<file path="config.mk">
export PLATFORM = sky130hd
export DESIGN_NAME = framerRegs_flat
export DESIGN_NICKNAME = d
export VERILOG_FILES = /design/src/logic/framerPkg.sv /design/src/logic/framerIfs.sv /design/src/logic/framerRegs.sv /design/src/flat_wrapper.sv
export SDC_FILE = /design/constraint.sdc
export NUM_CORES = 1
export LEC_CHECK = 0
export BUFFER_PORTS_ARGS = -buffer_cell sky130_fd_sc_hd__buf_2
export CORE_ASPECT_RATIO = 1.75
export CORE_UTILIZATION = 45
export DETAILED_ROUTE_END_ITERATION = 12
export PLACE_DENSITY = 0.74
export SLEW_MARGIN = 20
export SYNTH_ARGS = -nofsm -noshare
export SYNTH_HDL_FRONTEND = slang
export SYNTH_SLANG_ARGS = --single-unit
export TNS_END_PERCENT = 50
</file>
<file path="constraint.sdc">
create_clock -name busClk -period 2.4 [get_ports busClk]
set_clock_uncertainty 0.1 [all_clocks]
set_input_delay 0.24 -clock busClk [delete_from_list [all_inputs] [get_ports busClk]]
set_output_delay 0.24 -clock busClk [all_outputs]
set_load 0.05 [all_outputs]
</file>
<file path="src/logic/framerPkg.sv">
package framerPkg;

    // register space select, compared against addr[12:4]
    localparam logic [8:0] framerBase = 9'h0c4;

    // register offsets inside the space
    localparam logic [3:0] regControl = 4'd0;
    localparam logic [3:0] regSyncword = 4'd1;
    localparam logic [3:0] regSyncMask = 4'd2;
    localparam logic [3:0] regStatus = 4'd3;
    localparam logic [3:0] regSourceSelect = 4'd4;

    // control register fields
    localparam int ctrlWordLsb = 0;
    localparam int ctrlWordMsb = 4;
    localparam int ctrlThreshLsb = 8;
    localparam int ctrlThreshMsb = 14;
    localparam int ctrlFramesLsb = 16;
    localparam int ctrlFramesMsb = 31;

    // status register fields
    localparam int statusSyncBit = 0;
    localparam int statusStateLsb = 4;
    localparam int statusInvertBit = 8;

    // sync pattern and the correlation counts
    localparam int syncLength = 32;
    localparam int matchCountWidth = $clog2(syncLength + 1);

    // serial inputs
    localparam int sourceCount = 4;
    localparam int sourceIndexWidth = $clog2(sourceCount);
    localparam int selectWidth = 4;

    // output words are right-justified in this width
    localparam int wordWidth = 32;

    // (bitsPerWord+1) * (wordsPerFrame+1) needs 6 + 17 bits
    localparam int frameCountWidth = 23;

    typedef enum logic [1:0] {
        syncSearch = 2'd0,
        syncVerify = 2'd1,
        syncLocked = 2'd2,
        syncFlywheel = 2'd3
    } syncStateT;

endpackage

</file>
<file path="src/logic/framerIfs.sv">
// configuration fields, driven by the register block
interface framerCfgIf;
    import framerPkg::*;

    logic [ctrlWordMsb-ctrlWordLsb:0] bitsPerWord;
    logic [ctrlFramesMsb-ctrlFramesLsb:0] wordsPerFrame;
    logic [syncLength-1:0] syncword;
    logic [syncLength-1:0] syncwordMask;
    logic signed [ctrlThreshMsb-ctrlThreshLsb:0] syncThreshold;
    logic [selectWidth-1:0] inputSourceSelect;

    modport regs (
        output bitsPerWord,
        output wordsPerFrame,
        output syncword,
        output syncwordMask,
        output syncThreshold,
        output inputSourceSelect
    );

    modport user (
        input bitsPerWord,
        input wordsPerFrame,
        input syncword,
        input syncwordMask,
        input syncThreshold,
        input inputSourceSelect
    );

endinterface


</file>
<file path="src/logic/framerRegs.sv">
module framerRegs (
    input  logic                busClk,
    input  logic                reset,
    input  logic                cs,
    input  logic                wr0,
    input  logic                wr1,
    input  logic                wr2,
    input  logic                wr3,
    input  logic [12:0]         addr,
    input  logic [31:0]         din,
    output logic [31:0]         dout,
    framerCfgIf.regs            cfg,
    input  logic                framesync,
    input  framerPkg::syncStateT syncState,
    input  logic                invertData
);
    import framerPkg::*;

    logic inSpace;
    logic [3:0] offset;
    logic [3:0] laneWr;

    // replace only the byte lanes that are strobed
    function automatic logic [31:0] mergeLanes(
        input logic [31:0] oldValue,
        input logic [31:0] newValue,
        input logic [3:0] lanes
    );
        logic [31:0] merged;
        merged = oldValue;
        for (int lane = 0; lane < 4; lane++) begin
            if (lanes[lane]) begin
                merged[8*lane +: 8] = newValue[8*lane +: 8];
            end
        end
        return merged;
    endfunction

    assign inSpace = cs && (addr[12:4] == framerBase);
    assign offset = addr[3:0];
    assign laneWr = {wr3, wr2, wr1, wr0} & {4{inSpace}};

    always_ff @(posedge busClk) begin
        if (reset) begin
            cfg.bitsPerWord <= '0;
            cfg.syncThreshold <= '0;
            cfg.wordsPerFrame <= '0;
            cfg.syncword <= '0;
            cfg.syncwordMask <= '0;
            cfg.inputSourceSelect <= '0;
        end else begin
            case (offset)
                regControl: begin
                    // each control field sits in its own byte lane
                    if (laneWr[0]) begin
                        cfg.bitsPerWord <= din[ctrlWordMsb:ctrlWordLsb];
                    end
                    if (laneWr[1]) begin
                        cfg.syncThreshold <= din[ctrlThreshMsb:ctrlThreshLsb];
                    end
                    if (laneWr[2]) begin
                        cfg.wordsPerFrame[7:0] <= din[ctrlFramesLsb +: 8];
                    end
                    if (laneWr[3]) begin
                        cfg.wordsPerFrame[15:8] <= din[ctrlFramesLsb+8 +: 8];
                    end
                end
                regSyncword: begin
                    cfg.syncword <= mergeLanes(cfg.syncword, din, laneWr);
                end
                regSyncMask: begin
                    cfg.syncwordMask <= mergeLanes(cfg.syncwordMask, din, laneWr);
                end
                regSourceSelect: begin
                    if (laneWr[0]) begin
                        cfg.inputSourceSelect <= din[selectWidth-1:0];
                    end
                end
                default: ;
            endcase
        end
    end

    // read mux, zero outside the space and at unused offsets
    always_comb begin
        dout = '0;
        if (inSpace) begin
            case (offset)
                regControl: begin
                    dout[ctrlWordMsb:ctrlWordLsb] = cfg.bitsPerWord;
                    dout[ctrlThreshMsb:ctrlThreshLsb] = cfg.syncThreshold;
                    dout[ctrlFramesMsb:ctrlFramesLsb] = cfg.wordsPerFrame;
                end
                regSyncword: dout = cfg.syncword;
                regSyncMask: dout = cfg.syncwordMask;
                regStatus: begin
                    dout[statusSyncBit] = framesync;
                    dout[statusStateLsb +: 2] = syncState;
                    dout[statusInvertBit] = invertData;
                end
                regSourceSelect: dout[selectWidth-1:0] = cfg.inputSourceSelect;
                default: ;
            endcase
        end
    end

endmodule

</file>
<file path="src/flat_wrapper.sv">
// flat-port wrapper written by rule: the top's interface ports become plain ports
module framerRegs_flat import framerPkg::*;
  (busClk, reset, cs, wr0, wr1, wr2, wr3, addr, din, dout, framesync, syncState, invertData, cfg_bitsPerWord, cfg_wordsPerFrame, cfg_syncword, cfg_syncwordMask, cfg_syncThreshold, cfg_inputSourceSelect);
  framerCfgIf cfg_i ();
  input  logic busClk;
  input  logic reset;
  input  logic cs;
  input  logic wr0;
  input  logic wr1;
  input  logic wr2;
  input  logic wr3;
  input  logic [12:0] addr;
  input  logic [31:0] din;
  output logic [31:0] dout;
  input  logic framesync;
  input  framerPkg::syncStateT syncState;
  input  logic invertData;
  output wire logic [$bits(cfg_i.bitsPerWord)-1:0] cfg_bitsPerWord;
  output wire logic [$bits(cfg_i.wordsPerFrame)-1:0] cfg_wordsPerFrame;
  output wire logic [$bits(cfg_i.syncword)-1:0] cfg_syncword;
  output wire logic [$bits(cfg_i.syncwordMask)-1:0] cfg_syncwordMask;
  output wire logic [$bits(cfg_i.syncThreshold)-1:0] cfg_syncThreshold;
  output wire logic [$bits(cfg_i.inputSourceSelect)-1:0] cfg_inputSourceSelect;
  assign cfg_bitsPerWord = cfg_i.bitsPerWord;
  assign cfg_wordsPerFrame = cfg_i.wordsPerFrame;
  assign cfg_syncword = cfg_i.syncword;
  assign cfg_syncwordMask = cfg_i.syncwordMask;
  assign cfg_syncThreshold = cfg_i.syncThreshold;
  assign cfg_inputSourceSelect = cfg_i.inputSourceSelect;
  framerRegs u_core (.busClk(busClk), .reset(reset), .cs(cs), .wr0(wr0), .wr1(wr1), .wr2(wr2), .wr3(wr3), .addr(addr), .din(din), .dout(dout), .cfg(cfg_i), .framesync(framesync), .syncState(syncState), .invertData(invertData));
endmodule
</file>
* After elaboration in Yosys (flattened, before gate mapping)
Cells that the tools add are included.
** Word-level totals
- Input port bits :: 56
- Bits in registers :: 96
- Word-level logic and storage cells :: 44
- Output and inout port bits :: 128
** Cells by class
- Bitwise operators :: 1
- Eq/ne operators :: 5
- Multiplexer cells :: 10
- Reductions and logical operators :: 15
** Operators with widths (count)
- case mux 16 bit (3 select lines) :: 1
- 2-to-1 mux 32 bit :: 1
- AND reduction 2 bit :: 13
- case mux 6 bit (3 select lines) :: 1
- case mux 3 bit (4 select lines) :: 1
- == test 9 x 8 -> 1 bit, second input constant :: 1
- == test 4 x 2 -> 1 bit, second input constant :: 2
- case mux 1 bit (4 select lines) :: 2
- case mux 1 bit (5 select lines) :: 1
- bitwise AND 4 bit :: 1
- == test 4 x 1 -> 1 bit, second input constant :: 1
- == test 4 x 3 -> 1 bit, second input constant :: 1
- zero test 4 bit :: 1
- case mux 2 bit (2 select lines) :: 1
- case mux 1 bit (3 select lines) :: 1
- case mux 1 bit (2 select lines) :: 1
- logical AND 1 bit :: 1

* Depth between registers and ports, before layout
- Word-level depth :: 4
- Gate-level depth with buffers :: 6
- Mapped depth without buffers :: 3

* Least setup slack after synthesis
Ideal clock, no wire load.
- Path kind :: input to output
- Start :: input addr[8]
- End :: output dout[4]
- Slack :: -0.714 ns
- Data required time :: 2.060 ns
- Data arrival time :: 2.774 ns
- Stages :: 4
- Buffers on the path :: 1
- Path through :: and4bb_2 buf_2 nand3_2 nor4b_1
** Between the ends
- Cells in the longest elaborated chain, start to end :: 3
** Ends and longest elaborated chain
- start, declared :: line flat_wrapper.sv:12 : input logic [12:0] addr;
- == test 9 x 8 -> 1 bit :: line framerRegs.sv:39 : assign inSpace = cs && (addr[12:4] == framerBase);
- logical AND 1 bit :: line framerRegs.sv:39
- 2-to-1 mux 32 bit :: line framerRegs.sv:87 : if (inSpace) begin
- end, declared :: line flat_wrapper.sv:14 : output logic [31:0] dout;
Every way passes these cells.

* Worst setup path in the final report
- Start :: input addr[5]
- End :: output dout[8]
Same word-level chain as after synthesis.

==> impl_summary.txt <==
----------------------------------------------------
[Global route]
  GR Overflow Total ... 0
  Number of antenna violations at the first check in global routing ... 0
  Gr usage total ... 24.0%
  Pin count of the biggest net entering global routing ... 51
  Via count of the first global-routing pass ... 4237
  Global-route wire length before repair ... 21000 µm

[Die]
  Effective utilization at floorplan ... 46.3%
  Num ports ... 184
  Area of the placeable core ... 10800 µm²
  Die width ... 81.6 µm
  Floorplan die area ... 11500 µm²
  Height of the chip ... 141 µm
  Site Rows ... 50

[Place]
  HPWL reported at the end of detailed placement ... 10400 µm
  Placed insts ... 777
  Weighted congestion reported at the end of routability-driven placement ... 0.827
  IO Port Bufs ... 183

[Final layout]
  Final #Nets ... 714
  Utilization of the core after routing ... 59.5%
  Fraction of layout instances using a drive strength above 1 ... 36.5%
  Growth of design area from synthesis to finish ... 28.5%
  Inserted Diodes ... 0
  Number of standard cells in the layout, taps in and fillers out ... 793

[Clock tree]
  Clock sink count ... 96
  Cells resized by post-CTS repair ... 0
  Root buf cell ... clkbuf_16
  Maximum level of the CTS H-tree ... 3
  Cts-stage hold buffer count ... 0
  CTS tree ... built
  Clock latency at the later pin of the worst-skew pair ... 0.34 ns
  Worst-case clock buffer depth ... 2
  Total setup buffers inserted after CTS ... 0
  Inserted Clock Buffers ... 9
  Clock-pin slew on the worst setup and hold paths ... 0.07 ns

[Critical path]
  Worst Setup Start Kind ... primary input
  Worst Path Class, Setup ... in2out
  CP arrival ... 1.75 ns
  Critical path capture point type ... output pin
  Worst EP required ... 2.06 ns
  Longest individual stage delay on the worst path ... 0.31 ns
  Most used cell along the critical path ... buf_2
  Reg-to-reg startpoint ... u_core.cfg.syncwordMask[27]$_SDFFE_PP0P_
  Worst path slowest cell ... buf_2
  Critical path fanouts, max ... 10
  Cells along the critical path ... buf_2 -> nor4b_4 -> buf_4 -> nand3_2 -> nor4b_2 -> buf_2
  Start point of the critical path ... addr[5]
  Register-to-register path setup slack ... 1.62 ns

[Hold path]
  Type of the most critical hold path ... in2reg
  Worst hold start ... din[6]

[Timing]
  Final worst-path cycle share ... 87.2%
  Worst Hold Slack ... 0.0880 ns
  Relative max-transition margin ... 55.8%
  Least-Margin Pin Slew ... 0.664 ns
  Post-layout min period ... 2.09 ns
  Final hold viol count ... 0
  RSZ-0062 raised after global routing ... no
  Fmax achieved ... 478 MHz
  Number of pins with negative max-slew slack in the final report ... 0
  Final-report setup violation count ... 0

[Detailed routing]
  DR DRC count ... 0
  Detailed Routing Iterations Pass 1 ... 4
  Iteration-0 DRC Markers ... 131
  Wire length after detailed routing ... 13800 µm
  Routed wire length per instance ... 17.4 µm
  Drt via density ... 5.37
  Via count ... 4261
  Antenna-violating nets left ... 0

[Synth]
  Proportion of netlist area held by the largest area contributor ... 38.6%
  Most common cell in the synthesized netlist ... nand2b_1
  Async set-reset flop share out of synthesis ... 0%
  Count of yosys warnings during synthesis ... 0
  Post-synthesis instance total ... 478
  Cell taking the most area after synthesis ... dfxtp_1
  Avg Synthesized Cell Area ... 10.4 µm²
  Ranking of synthesized cells by instance count ... nand2b_1, mux2i_1, dfxtp_1
  Area of the mapped netlist ... 4980 µm²
  Number of enable flip-flop cells after synthesis ... 0
  Total of flip-flops plus latches after synthesis ... 96
  Unique masters post-synth ... 28
  Top cells by area in the synthesized netlist ... dfxtp_1, mux2i_1, nand2b_1
  Most instantiated flip-flop cell in the synthesis netlist ... dfxtp_1
  Net count of the mapped netlist ... 534
  Register area share after synthesis ... 38.6%

[Pwr]
  Leak pwr ... 0.00327 µW
  Total power density per cell area ... 531 nW/µm²
  Max rail drop VDD ... 0.000412 V

[Run status]
  Run status ... finished, final reports clean

[Job]
  Max_cap viols ... 0

----------------------------------------------------
[flip-flops by register name (all words and copies together) (netlist names)]
name,cells
u_core.cfg.syncThreshold,7
u_core.cfg.bitsPerWord,5
u_core.cfg.wordsPerFrame,16
u_core.cfg.syncword,32
u_core.cfg.syncwordMask,32
u_core.cfg.inputSourceSelect,4
[layout by cell type, fill, tap and decap left out, types with 2 or more instances in the layout]
| cell type | n |
|---|---|
| buf_2 | 182 |
| nand2b_1 | 128 |
| mux2i_1 | 118 |
| dfxtp_1 | 96 |
| nor2_1 | 28 |
| a2bb2oi_1 | 22 |
| buf_4 | 20 |
| a22oi_1 | 10 |
| clkbuf_16 | 9 |
| nand4_4 | 6 |
| and3b_1 | 5 |
| and4_1 | 4 |
| nor4b_4 | 3 |
| a211oi_1 | 3 |
| nand4_1 | 3 |
| mux4_2 | 3 |
| nor4b_2 | 3 |
| a21oi_1 | 2 |
| clkinvlp_4 | 2 |
| bufinv_16 | 2 |
| inv_6 | 2 |
[layer usage]
metal  up-vias  share of wire, %  GRT usage, %
met4         0               3.8          12.7
met1      2027                38          25.1
met5         -                 0             0
met2       157                54          43.8
li1       2038                 -             -
met3        39               4.1          3.95
[kinds of logic (layout without fill, tap and decap cells)]
logic type      Yosys count  count (layout)  share of synthesized area [%]
simple gates            187             187                           26.1
flops                    96              96                           38.6
mux                     122             122                           25.3
compound gates           39              39                           6.33
buf+inv                  34             219                           3.72
[metrics by stage]
| stage | total power [µW] | setup TNS [ns] | cell area (µm²) | worst slack (ns) |
|---|---|---|---|---|
| after floorplan | 1790 | -0.840 | 5010 | -0.341 |
| after global placement | 1870 | 0 | 6080 | 0.334 |
| after detailed placement | 1870 | 0 | 6080 | 0.300 |
| after CTS | 3430 | 0 | 6400 | 0.293 |
| after global routing | 3510 | 0 | 6400 | 0.227 |
| final | 3400 | 0 | 6400 | 0.307 |
[final cells by class]
class | count | area, µm²
Tap cell | 130 | 163
Clock buffer | 9 | 225
Sequential cell | 96 | 1920
Multi-Input combinational cell | 348 | 2910
Clock inverter | 7 | 101
Timing Repair Buffer | 203 | 1080
Fill cell | 969 | 4360
[critical path, delay by kind of cell]
| family | cells | cell delay (ns) |
|---|---|---|
| simple gates | 3 | 0.86 |
| buf+inv | 3 | 0.64 |
[path summary, 6_finish.rpt]
check	to	depth (start not counted)
worst max-delay path	dout[8]	6
worst min-delay path	u_core.cfg.syncword[6]$_SDFFE_PP0P_	3
worst max register to register	u_core.cfg.syncwordMask[27]$_SDFFE_PP0P_	2
worst min register to register	u_core.cfg.wordsPerFrame[3]$_SDFFE_PP0P_	2
[power by group]
group	internal (µW)	switching (µW)	leakage, µW
sequential	1590	0.0389	0.000773
clock	922	639	0.000153
combinational	117	129	0.00234
total	2630	768	0.00327
No activity file was read; power rests on OpenSTA's default activity.
