File: src/logic/framerPkg.sv
package framerPkg;

    // register space select, compared against addr[12:4]
    localparam logic [8:0] framerBase = 9'h0c4;

    // register offsets inside the space
    localparam logic [3:0] regControl = 4'd0;
    localparam logic [3:0] regSyncword = 4'd1;
    localparam logic [3:0] regSyncMask = 4'd2;
    localparam logic [3:0] regStatus = 4'd3;
    localparam logic [3:0] regSourceSelect = 4'd4;

    // control register fields
    localparam int ctrlWordLsb = 0;
    localparam int ctrlWordMsb = 4;
    localparam int ctrlThreshLsb = 8;
    localparam int ctrlThreshMsb = 14;
    localparam int ctrlFramesLsb = 16;
    localparam int ctrlFramesMsb = 31;

    // status register fields
    localparam int statusSyncBit = 0;
    localparam int statusStateLsb = 4;
    localparam int statusInvertBit = 8;

    // sync pattern and the correlation counts
    localparam int syncLength = 32;
    localparam int matchCountWidth = $clog2(syncLength + 1);

    // serial inputs
    localparam int sourceCount = 4;
    localparam int sourceIndexWidth = $clog2(sourceCount);
    localparam int selectWidth = 4;

    // output words are right-justified in this width
    localparam int wordWidth = 32;

    // (bitsPerWord+1) * (wordsPerFrame+1) needs 6 + 17 bits
    localparam int frameCountWidth = 23;

    typedef enum logic [1:0] {
        syncSearch = 2'd0,
        syncVerify = 2'd1,
        syncLocked = 2'd2,
        syncFlywheel = 2'd3
    } syncStateT;

endpackage

File: src/logic/framerIfs.sv
// configuration fields, driven by the register block
interface framerCfgIf;
    import framerPkg::*;

    logic [ctrlWordMsb-ctrlWordLsb:0] bitsPerWord;
    logic [ctrlFramesMsb-ctrlFramesLsb:0] wordsPerFrame;
    logic [syncLength-1:0] syncword;
    logic [syncLength-1:0] syncwordMask;
    logic signed [ctrlThreshMsb-ctrlThreshLsb:0] syncThreshold;
    logic [selectWidth-1:0] inputSourceSelect;

    modport regs (
        output bitsPerWord,
        output wordsPerFrame,
        output syncword,
        output syncwordMask,
        output syncThreshold,
        output inputSourceSelect
    );

    modport user (
        input bitsPerWord,
        input wordsPerFrame,
        input syncword,
        input syncwordMask,
        input syncThreshold,
        input inputSourceSelect
    );

endinterface

// per-bit correlation result, match flags only valid with bitValid
interface corrResultIf;
    logic bitValid;
    logic bitData;
    logic matchTrue;
    logic matchInverted;

    modport source (output bitValid, output bitData, output matchTrue, output matchInverted);
    modport sink (input bitValid, input bitData, input matchTrue, input matchInverted);

endinterface

File: src/logic/wordAssembler.sv
module wordAssembler (
    input  logic                                busClk,
    input  logic                                reset,
    framerCfgIf.user                            cfg,
    corrResultIf.sink                           corr,
    input  framerPkg::syncStateT                syncState,
    input  logic                                invertData,
    input  logic                                frameMark,
    output logic [framerPkg::wordWidth-1:0]     wordOut,
    output logic                                wordValid,
    output logic                                frameStart
);
    import framerPkg::*;

    logic bitHeld;
    logic dataHeld;
    logic bodyBit;
    logic wordDone;
    logic startArmed;
    logic [ctrlWordMsb-ctrlWordLsb:0] bitCount;
    logic [ctrlWordMsb-ctrlWordLsb:0] baseCount;
    logic [wordWidth-1:0] packReg;
    logic [wordWidth-1:0] basePack;
    logic [wordWidth-1:0] nextPack;

    // bits are packed only while the frame is being tracked
    assign bodyBit = bitHeld && (syncState != syncSearch);

    // frameMark restarts packing with the bit held now
    assign baseCount = frameMark ? '0 : bitCount;
    assign basePack = frameMark ? '0 : packReg;
    assign nextPack = {basePack[wordWidth-2:0], dataHeld ^ invertData};
    assign wordDone = bodyBit && (baseCount == cfg.bitsPerWord);

    always_ff @(posedge busClk) begin
        dataHeld <= corr.bitData;
        // packing starts from zero so the word stays right-justified
        if (wordDone) begin
            wordOut <= nextPack;
            packReg <= '0;
        end else if (bodyBit) begin
            packReg <= nextPack;
        end else begin
            packReg <= basePack;
        end
    end

    always_ff @(posedge busClk) begin
        if (reset) begin
            bitHeld <= 1'b0;
            bitCount <= '0;
            startArmed <= 1'b0;
            wordValid <= 1'b0;
            frameStart <= 1'b0;
        end else begin
            bitHeld <= corr.bitValid;
            wordValid <= wordDone;
            frameStart <= wordDone && (startArmed || frameMark);
            if (wordDone) begin
                bitCount <= '0;
                startArmed <= 1'b0;
            end else begin
                bitCount <= bodyBit ? baseCount + 1'b1 : baseCount;
                if (frameMark) begin
                    startArmed <= 1'b1;
                end
            end
        end
    end

endmodule

File: src/flat_wrapper.sv
// flat-port wrapper written by rule: the top's interface ports become plain ports
module wordAssembler_flat import framerPkg::*;
  (busClk, reset, syncState, invertData, frameMark, wordOut, wordValid, frameStart, cfg_bitsPerWord, cfg_wordsPerFrame, cfg_syncword, cfg_syncwordMask, cfg_syncThreshold, cfg_inputSourceSelect, corr_bitValid, corr_bitData, corr_matchTrue, corr_matchInverted);
  framerCfgIf cfg_i ();
  corrResultIf corr_i ();
  input  logic busClk;
  input  logic reset;
  input  framerPkg::syncStateT syncState;
  input  logic invertData;
  input  logic frameMark;
  output logic [framerPkg::wordWidth-1:0] wordOut;
  output logic wordValid;
  output logic frameStart;
  input wire logic [$bits(cfg_i.bitsPerWord)-1:0] cfg_bitsPerWord;
  input wire logic [$bits(cfg_i.wordsPerFrame)-1:0] cfg_wordsPerFrame;
  input wire logic [$bits(cfg_i.syncword)-1:0] cfg_syncword;
  input wire logic [$bits(cfg_i.syncwordMask)-1:0] cfg_syncwordMask;
  input wire logic [$bits(cfg_i.syncThreshold)-1:0] cfg_syncThreshold;
  input wire logic [$bits(cfg_i.inputSourceSelect)-1:0] cfg_inputSourceSelect;
  input wire logic [$bits(corr_i.bitValid)-1:0] corr_bitValid;
  input wire logic [$bits(corr_i.bitData)-1:0] corr_bitData;
  input wire logic [$bits(corr_i.matchTrue)-1:0] corr_matchTrue;
  input wire logic [$bits(corr_i.matchInverted)-1:0] corr_matchInverted;
  assign cfg_i.bitsPerWord = cfg_bitsPerWord;
  assign cfg_i.wordsPerFrame = cfg_wordsPerFrame;
  assign cfg_i.syncword = cfg_syncword;
  assign cfg_i.syncwordMask = cfg_syncwordMask;
  assign cfg_i.syncThreshold = cfg_syncThreshold;
  assign cfg_i.inputSourceSelect = cfg_inputSourceSelect;
  assign corr_i.bitValid = corr_bitValid;
  assign corr_i.bitData = corr_bitData;
  assign corr_i.matchTrue = corr_matchTrue;
  assign corr_i.matchInverted = corr_matchInverted;
  wordAssembler u_core (.busClk(busClk), .reset(reset), .cfg(cfg_i), .corr(corr_i), .syncState(syncState), .invertData(invertData), .frameMark(frameMark), .wordOut(wordOut), .wordValid(wordValid), .frameStart(frameStart));
endmodule
File: config.mk
export PLATFORM = sky130hd
export DESIGN_NAME = wordAssembler_flat
export DESIGN_NICKNAME = d
export VERILOG_FILES = /design/src/logic/framerPkg.sv /design/src/logic/framerIfs.sv /design/src/logic/wordAssembler.sv /design/src/flat_wrapper.sv
export SDC_FILE = /design/constraint.sdc
export NUM_CORES = 1
export LEC_CHECK = 0
export BUFFER_PORTS_ARGS = -buffer_cell sky130_fd_sc_hd__buf_2
export CAP_MARGIN = 20
export CORE_ASPECT_RATIO = 1.5
export CORE_UTILIZATION = 48
export DETAILED_ROUTE_END_ITERATION = 10
export GPL_TIMING_DRIVEN = 0
export PLACE_DENSITY = 0.84
export SLEW_MARGIN = 10
export SYNTH_ARGS = -nofsm -noshare
export SYNTH_HDL_FRONTEND = slang
export SYNTH_SLANG_ARGS = --single-unit
File: constraint.sdc
create_clock -name busClk -period 3.1 [get_ports busClk]
set_input_delay 0.155 -clock busClk [delete_from_list [all_inputs] [get_ports busClk]]
set_output_delay 0.155 -clock busClk [all_outputs]
set_load 0.01 [all_outputs]
Yosys cells after proc, flatten, opt, wreduce, memory -nomap -nowiden

Index checks and enable logic that the tools add are counted.

Word-level logic and storage cells: 21
Bits in registers: 73
Bits of input ports: 106
Output and inout port bits: 34

Bitwise operators: 1
Eq/ne operators: 1
Add/subtract/negate cells: 1
Reductions and logical operators: 6
Multiplexer cells: 4

Operators by type and width:

| cell                                         | count |
|---|---|
| 2-to-1 mux 31 bit                            | 2 |
| 2-to-1 mux 5 bit                             | 2 |
| adder 5 x 1 -> 5 bit (second input constant) | 1 |
| == test 5 bit                                | 1 |
| logical AND 1 bit                            | 3 |
| nonzero test 2 bit                           | 1 |
| OR reduction 2 bit                           | 1 |
| logical OR 1 bit                             | 1 |
| XOR 1 bit                                    | 1 |

Longest topological paths before layout

Depth in word-level cells: 4
Depth in mapped cells: 6

Worst setup path after synthesis

Ideal clock, no wire load.

Path kind: reg-to-reg
From: register u_core.bitHeld
To: register u_core.wordOut[0] (netlist bit), enable pin
Stages on the path, launching flop included: 5
Period minus slack after synthesis: 1.838 ns
Setup time: 0.377 ns
Setup slack: 1.262 ns
Data arrival time: 1.461 ns
Data required time: 2.723 ns
Buffers on the path: 1
Cells stage by stage: dfxtp_1 -> o21ai_1 -> a221oi_1 -> o2111a_1 -> buf_2

Word-level cells in the longest chain between the ends: 2

Ends and longest elaborated chain:

| item                   | line                | text |
|---|---|---|
| start, declared        | wordAssembler.sv:15 | `logic bitHeld;` |
| start signal, assigned | wordAssembler.sv:56 | `bitHeld <= corr.bitValid;` |
| logical AND 1 bit      | wordAssembler.sv:27 | `assign bodyBit = bitHeld && (syncState != syncSearch);` |
| logical AND 1 bit      | wordAssembler.sv:33 | `assign wordDone = bodyBit && (baseCount == cfg.bitsPerWord);` |
| via u_core.wordDone    | wordAssembler.sv:18 | `logic wordDone;` |
| end signal, assigned   | wordAssembler.sv:39 | `wordOut <= nextPack;` |
| end, declared          | wordAssembler.sv:9  | `output logic [framerPkg::wordWidth-1:0] wordOut,` |

The timed path passes the listed nets, and every way through them passes these cells.
A chain may end at the register's enable or synchronous reset.

Final worst setup path

From: register u_core.bitHeld
To: register u_core.wordOut[1] (netlist bit), enable pin

The elaborated chain is that of the path after synthesis.

==> results <==
- The run finished with clean final reports.
- The top-level port count is 140.
- In this run the power spent charging and discharging nets is around 0.41 mW.
- The type of element launching the critical path is a flip-flop.
- For the worst-skew pair, the clock arrives at the later sink with an insertion delay of between 0.3 and 0.4 ns.
- The number of standard-cell rows in the floorplan is 33.
- The count of buffers inserted at the top-level ports is 45.
- The tree built by TritonCTS fans out to 73 sinks.
- Relative to the synthesized area, the layout overhead comes to 20.0%.
- The number of H-tree levels is 3.
- The final critical-path setup slack is just over 0.9 ns.
- The share of total power dissipated in sequential elements is between 50 and 60%.
- Wires add up to between 4000 and 5000 um.
- Clock-pin slew was measured on the worst setup and hold paths at approximately 0.07 ns.
- The analysis attributes to cell leakage a power of between 1 and 1.5 nW.
- Dividing the detail-routed via count by the number of cells gives about 5.0.
- Net switching is a little over a fifth of the power.
- The final number of max-transition violations is 0.
- The summed instance area of the synthesized netlist is about 2700 um2.
- The total of fill cells in the finished design is between 400 and 500.
- The maximum clock insertion buffer count is 2.
- The area of the die is around 6000 um2.
- In this run the worst path has a maximum fanout of 41.
- Yosys attributes the largest share of cell area to edfxtp_1 (35%), dfxtp_1 (30%), nand2_1 (8.5%).
- The post-synthesis register bit count is 73.
- At the worst endpoint, the arrival time is around 2.1 ns.
- The area taken by flip-flops and latches is roughly 1800 um2.
- The worst hold slack is about 0.050 ns.
- The weighted congestion at the end of routability-driven global placement is ~0.76.
- In the synthesized netlist the dominant register cell turns out to be dfxtp_1.
- The die boundary width is 63.7 um.
- The clock arrives with ~0.0070 ns of skew.
- After synthesis, flip-flops and latches occupy approximately 65% of the total area.
- A synthesized cell averages between 10 and 15 um2.
- Once layout is complete, the utilization of the core stands at between 50% and 60%.
- The worst path needs 2.17 ns of the cycle, external delays included.
- The number of antenna-violating nets in the routed design is 0.
- Across the run, the number of max-cap violations was 0.
- By count the netlist is led by nand2_1 (62), dfxtp_1 (41), nor2b_1 (36).
- The ratio of cells with drive above 1 in the final layout is 22.8%.
- Based on the critical path, the design can be clocked at up to 462 MHz.
- In this run, distinct cell masters in the synthesized netlist total 30.
- The relative slew slack is a little under half.
- The initial core utilization is 50.0%.
- Once detailed placement completed, the half-perimeter wirelength came to roughly 3200 um.
- The routed layout has 1935 vias.
- The pin count of the biggest net entering global routing is 42.
- 0 antenna diodes ended up in the layout.
- The critical path in this run is classified as reg -> reg.
- The final number of hold-violating endpoints came to 0.
- The number of antenna violations at the first check in global routing is 0.
- At the placement stage, the worst setup path has a slack of 0.918 ns.
- The final period utilization is around 70%.
- The total grt overflow is 0.
- The proportion of power drawn by the clock network is 43.8%.
- The area share of the largest cell type after synthesis is between 30% and 40%.
- The gate count after technology mapping is ~250.
- The power density normalized to cell area is 573 nW/um2.
- The number of design rule violations left after detail routing is 0.
- The floorplan step defined a core boundary enclosing about 5500 um2.
- Across the VDD grid, the largest voltage drop is just under 300 uV.
- The summed negative setup slack over all endpoints is 0 ns.
- Combinational cells account for around 3.0% of the total power.
- The number of flops mapped to enable cells by yosys is 32.
- Setup repair after global routing left no endpoint under its margin.
- The pin slew with the least headroom to its limit is 0.817 ns.
- The library cell with the largest summed area after synthesis is edfxtp_1.
- TritonCTS built the clock tree.
- In the final routed layout, each cell accounts on average for 12.8 um.
- Summing all multi-input logic gate instances after layout gives 882 um2.
- The type of the most critical hold path is in -> reg.
- The via count of the first global-routing pass is about 1700.
- The sort of element at the end of the critical path is a flip-flop.
- At the worst endpoint, the required time is 3.08 ns.
- The first global-routing pass estimated 7900 um of wire.
- Clock tree synthesis inserted a total of 9 buffers.
- In this run the clock root is driven by a clkbuf_8.
- The post-placement cell count is roughly 370.
- By instance count, the leading cell after synthesis is nand2_1.
- The number of setup buffers added after CTS is 0.
- The first routing iteration left 112 violations.
- The number of nets in the layout is 418.
- The cell-internal power is about 1.5 mW.
- In the global route stage, overall resource usage came out at 17.9%.
- The number of iterations in the first detailed-routing pass is 4.
- Yosys printed 0 warnings.
- The final number of setup-violating endpoints is 0.
- The number of nets produced by synthesis is 361.
- The die height is between 90 and 100 um.
- Counting flops with an async set or reset pin after synthesis yields a share of 0%.
- The finished layout holds approximately 390 standard cells, fillers aside.
## path summary, 6_finish.rpt
path | start | endpoint | slack (ns) | cells past startpoint
max | u_core.bitHeld | u_core.wordOut[1] | 0.93 | 4
min reg2reg | u_core.startArmed | u_core.startArmed | 0.54 | 2
min | corr_bitValid | u_core.bitHeld | 0.05 | 2
max reg2reg | u_core.bitHeld | u_core.wordOut[1] | 0.93 | 4
## critical path: stages, from the launching register on
cell and delay [ns]:
dfxtp_1 0.33, o21ai_1 0.19, a221oi_1 0.27, o2111a_1 0.32, buf_2 0.68
## per-layer routing
layer  part of all wire (%)  track usage, %  wire length, um
met1                     41            19.7             2010
met4                    2.3            12.1              113
met2                     53            30.9             2620
met3                    3.7            3.62              181
met5                      0               0                0
## power groups by stage
stage / Sequential (mW) / Combinational, mW / Clock, mW
final: 1.00 / 0.0572 / 0.826
after global routing: 1.00 / 0.0637 / 0.878
after CTS: 1.00 / 0.0574 / 0.839
after detailed placement: 1.02 / 0.0562 / 0
after global placement: 1.02 / 0.0549 / 0
after floorplan: 1.02 / 0.0349 / 0
## area by class of cell
type                    instances  area share, %
repair buffers                 46           7.14
clock inverters                 7           3.08
well taps                      70           2.66
flip-flops and latches         73           54.1
plain buffers                  16           2.24
multi-input cells             163           26.8
inverters                       2          0.228
clock buffers                   9           3.76
## metrics by stage
| stage | power, mW | cell area [um2] |
|---|---|---|
| floorplan | 1.06 | 2750 |
| global placement | 1.08 | 3060 |
| detailed placement | 1.08 | 3060 |
| CTS | 1.90 | 3290 |
| global route | 1.94 | 3290 |
| finish | 1.89 | 3290 |
## flip-flops by register name, summed over array words and instances, names as in the netlist
signal / flops
u_core.bitHeld: 1
u_core.startArmed: 1
u_core.bitCount: 5
u_core.dataHeld: 1
u_core.wordOut: 32
u_core.wordValid: 1
u_core.packReg: 31
u_core.frameStart: 1
## what timing repair did
action                                  CTS  global route
endpoints found under the setup margin    0             0
hold buffers                              1             0
resized for setup                         0             0
endpoints found under the hold margin     1             0
## cell families (layout without fill, tap and decap cells)
group	count (synthesis)	in the layout	synth area share, %
adders and majority gates	1	1	0.456
xor gates and xnor gates	7	7	2.23
buffers and inverters	18	80	2.96
muxes	1	1	0.365
DFF	73	73	64.9
AOI/OAI and AO/OA	37	37	7.57
and+or+nand+nor	117	117	21.5
## cell usage in the layout, fill, tap and decap left out
cell type / instances
dfxtp_1: 41
mux2i_1: 1
o32ai_1: 1
nor2b_1: 36
buf_1: 1
nand4_1: 2
clkinvlp_4: 2
buf_6: 1
nor4_2: 2
nor3_2: 1
o2111a_1: 1
o21a_1: 1
inv_6: 2
xor2_1: 3
o2bb2ai_1: 1
nor2b_2: 1
nand2_1: 62
bufinv_16: 2
dlygate4sd3_1: 1
nand4bb_1: 1
xnor2_1: 4
nor3_1: 5
clkbuf_8: 9
nand2b_1: 2
a21oi_1: 30
a221oi_1: 1
clkbuf_1: 9
ha_1: 1
edfxtp_1: 32
clkinv_4: 1
nor2_1: 4
o21bai_1: 1
nor3b_2: 1
buf_2: 50
o21ai_1: 1
inv_1: 2
Note: power is estimated with default switching activity, not from simulation.
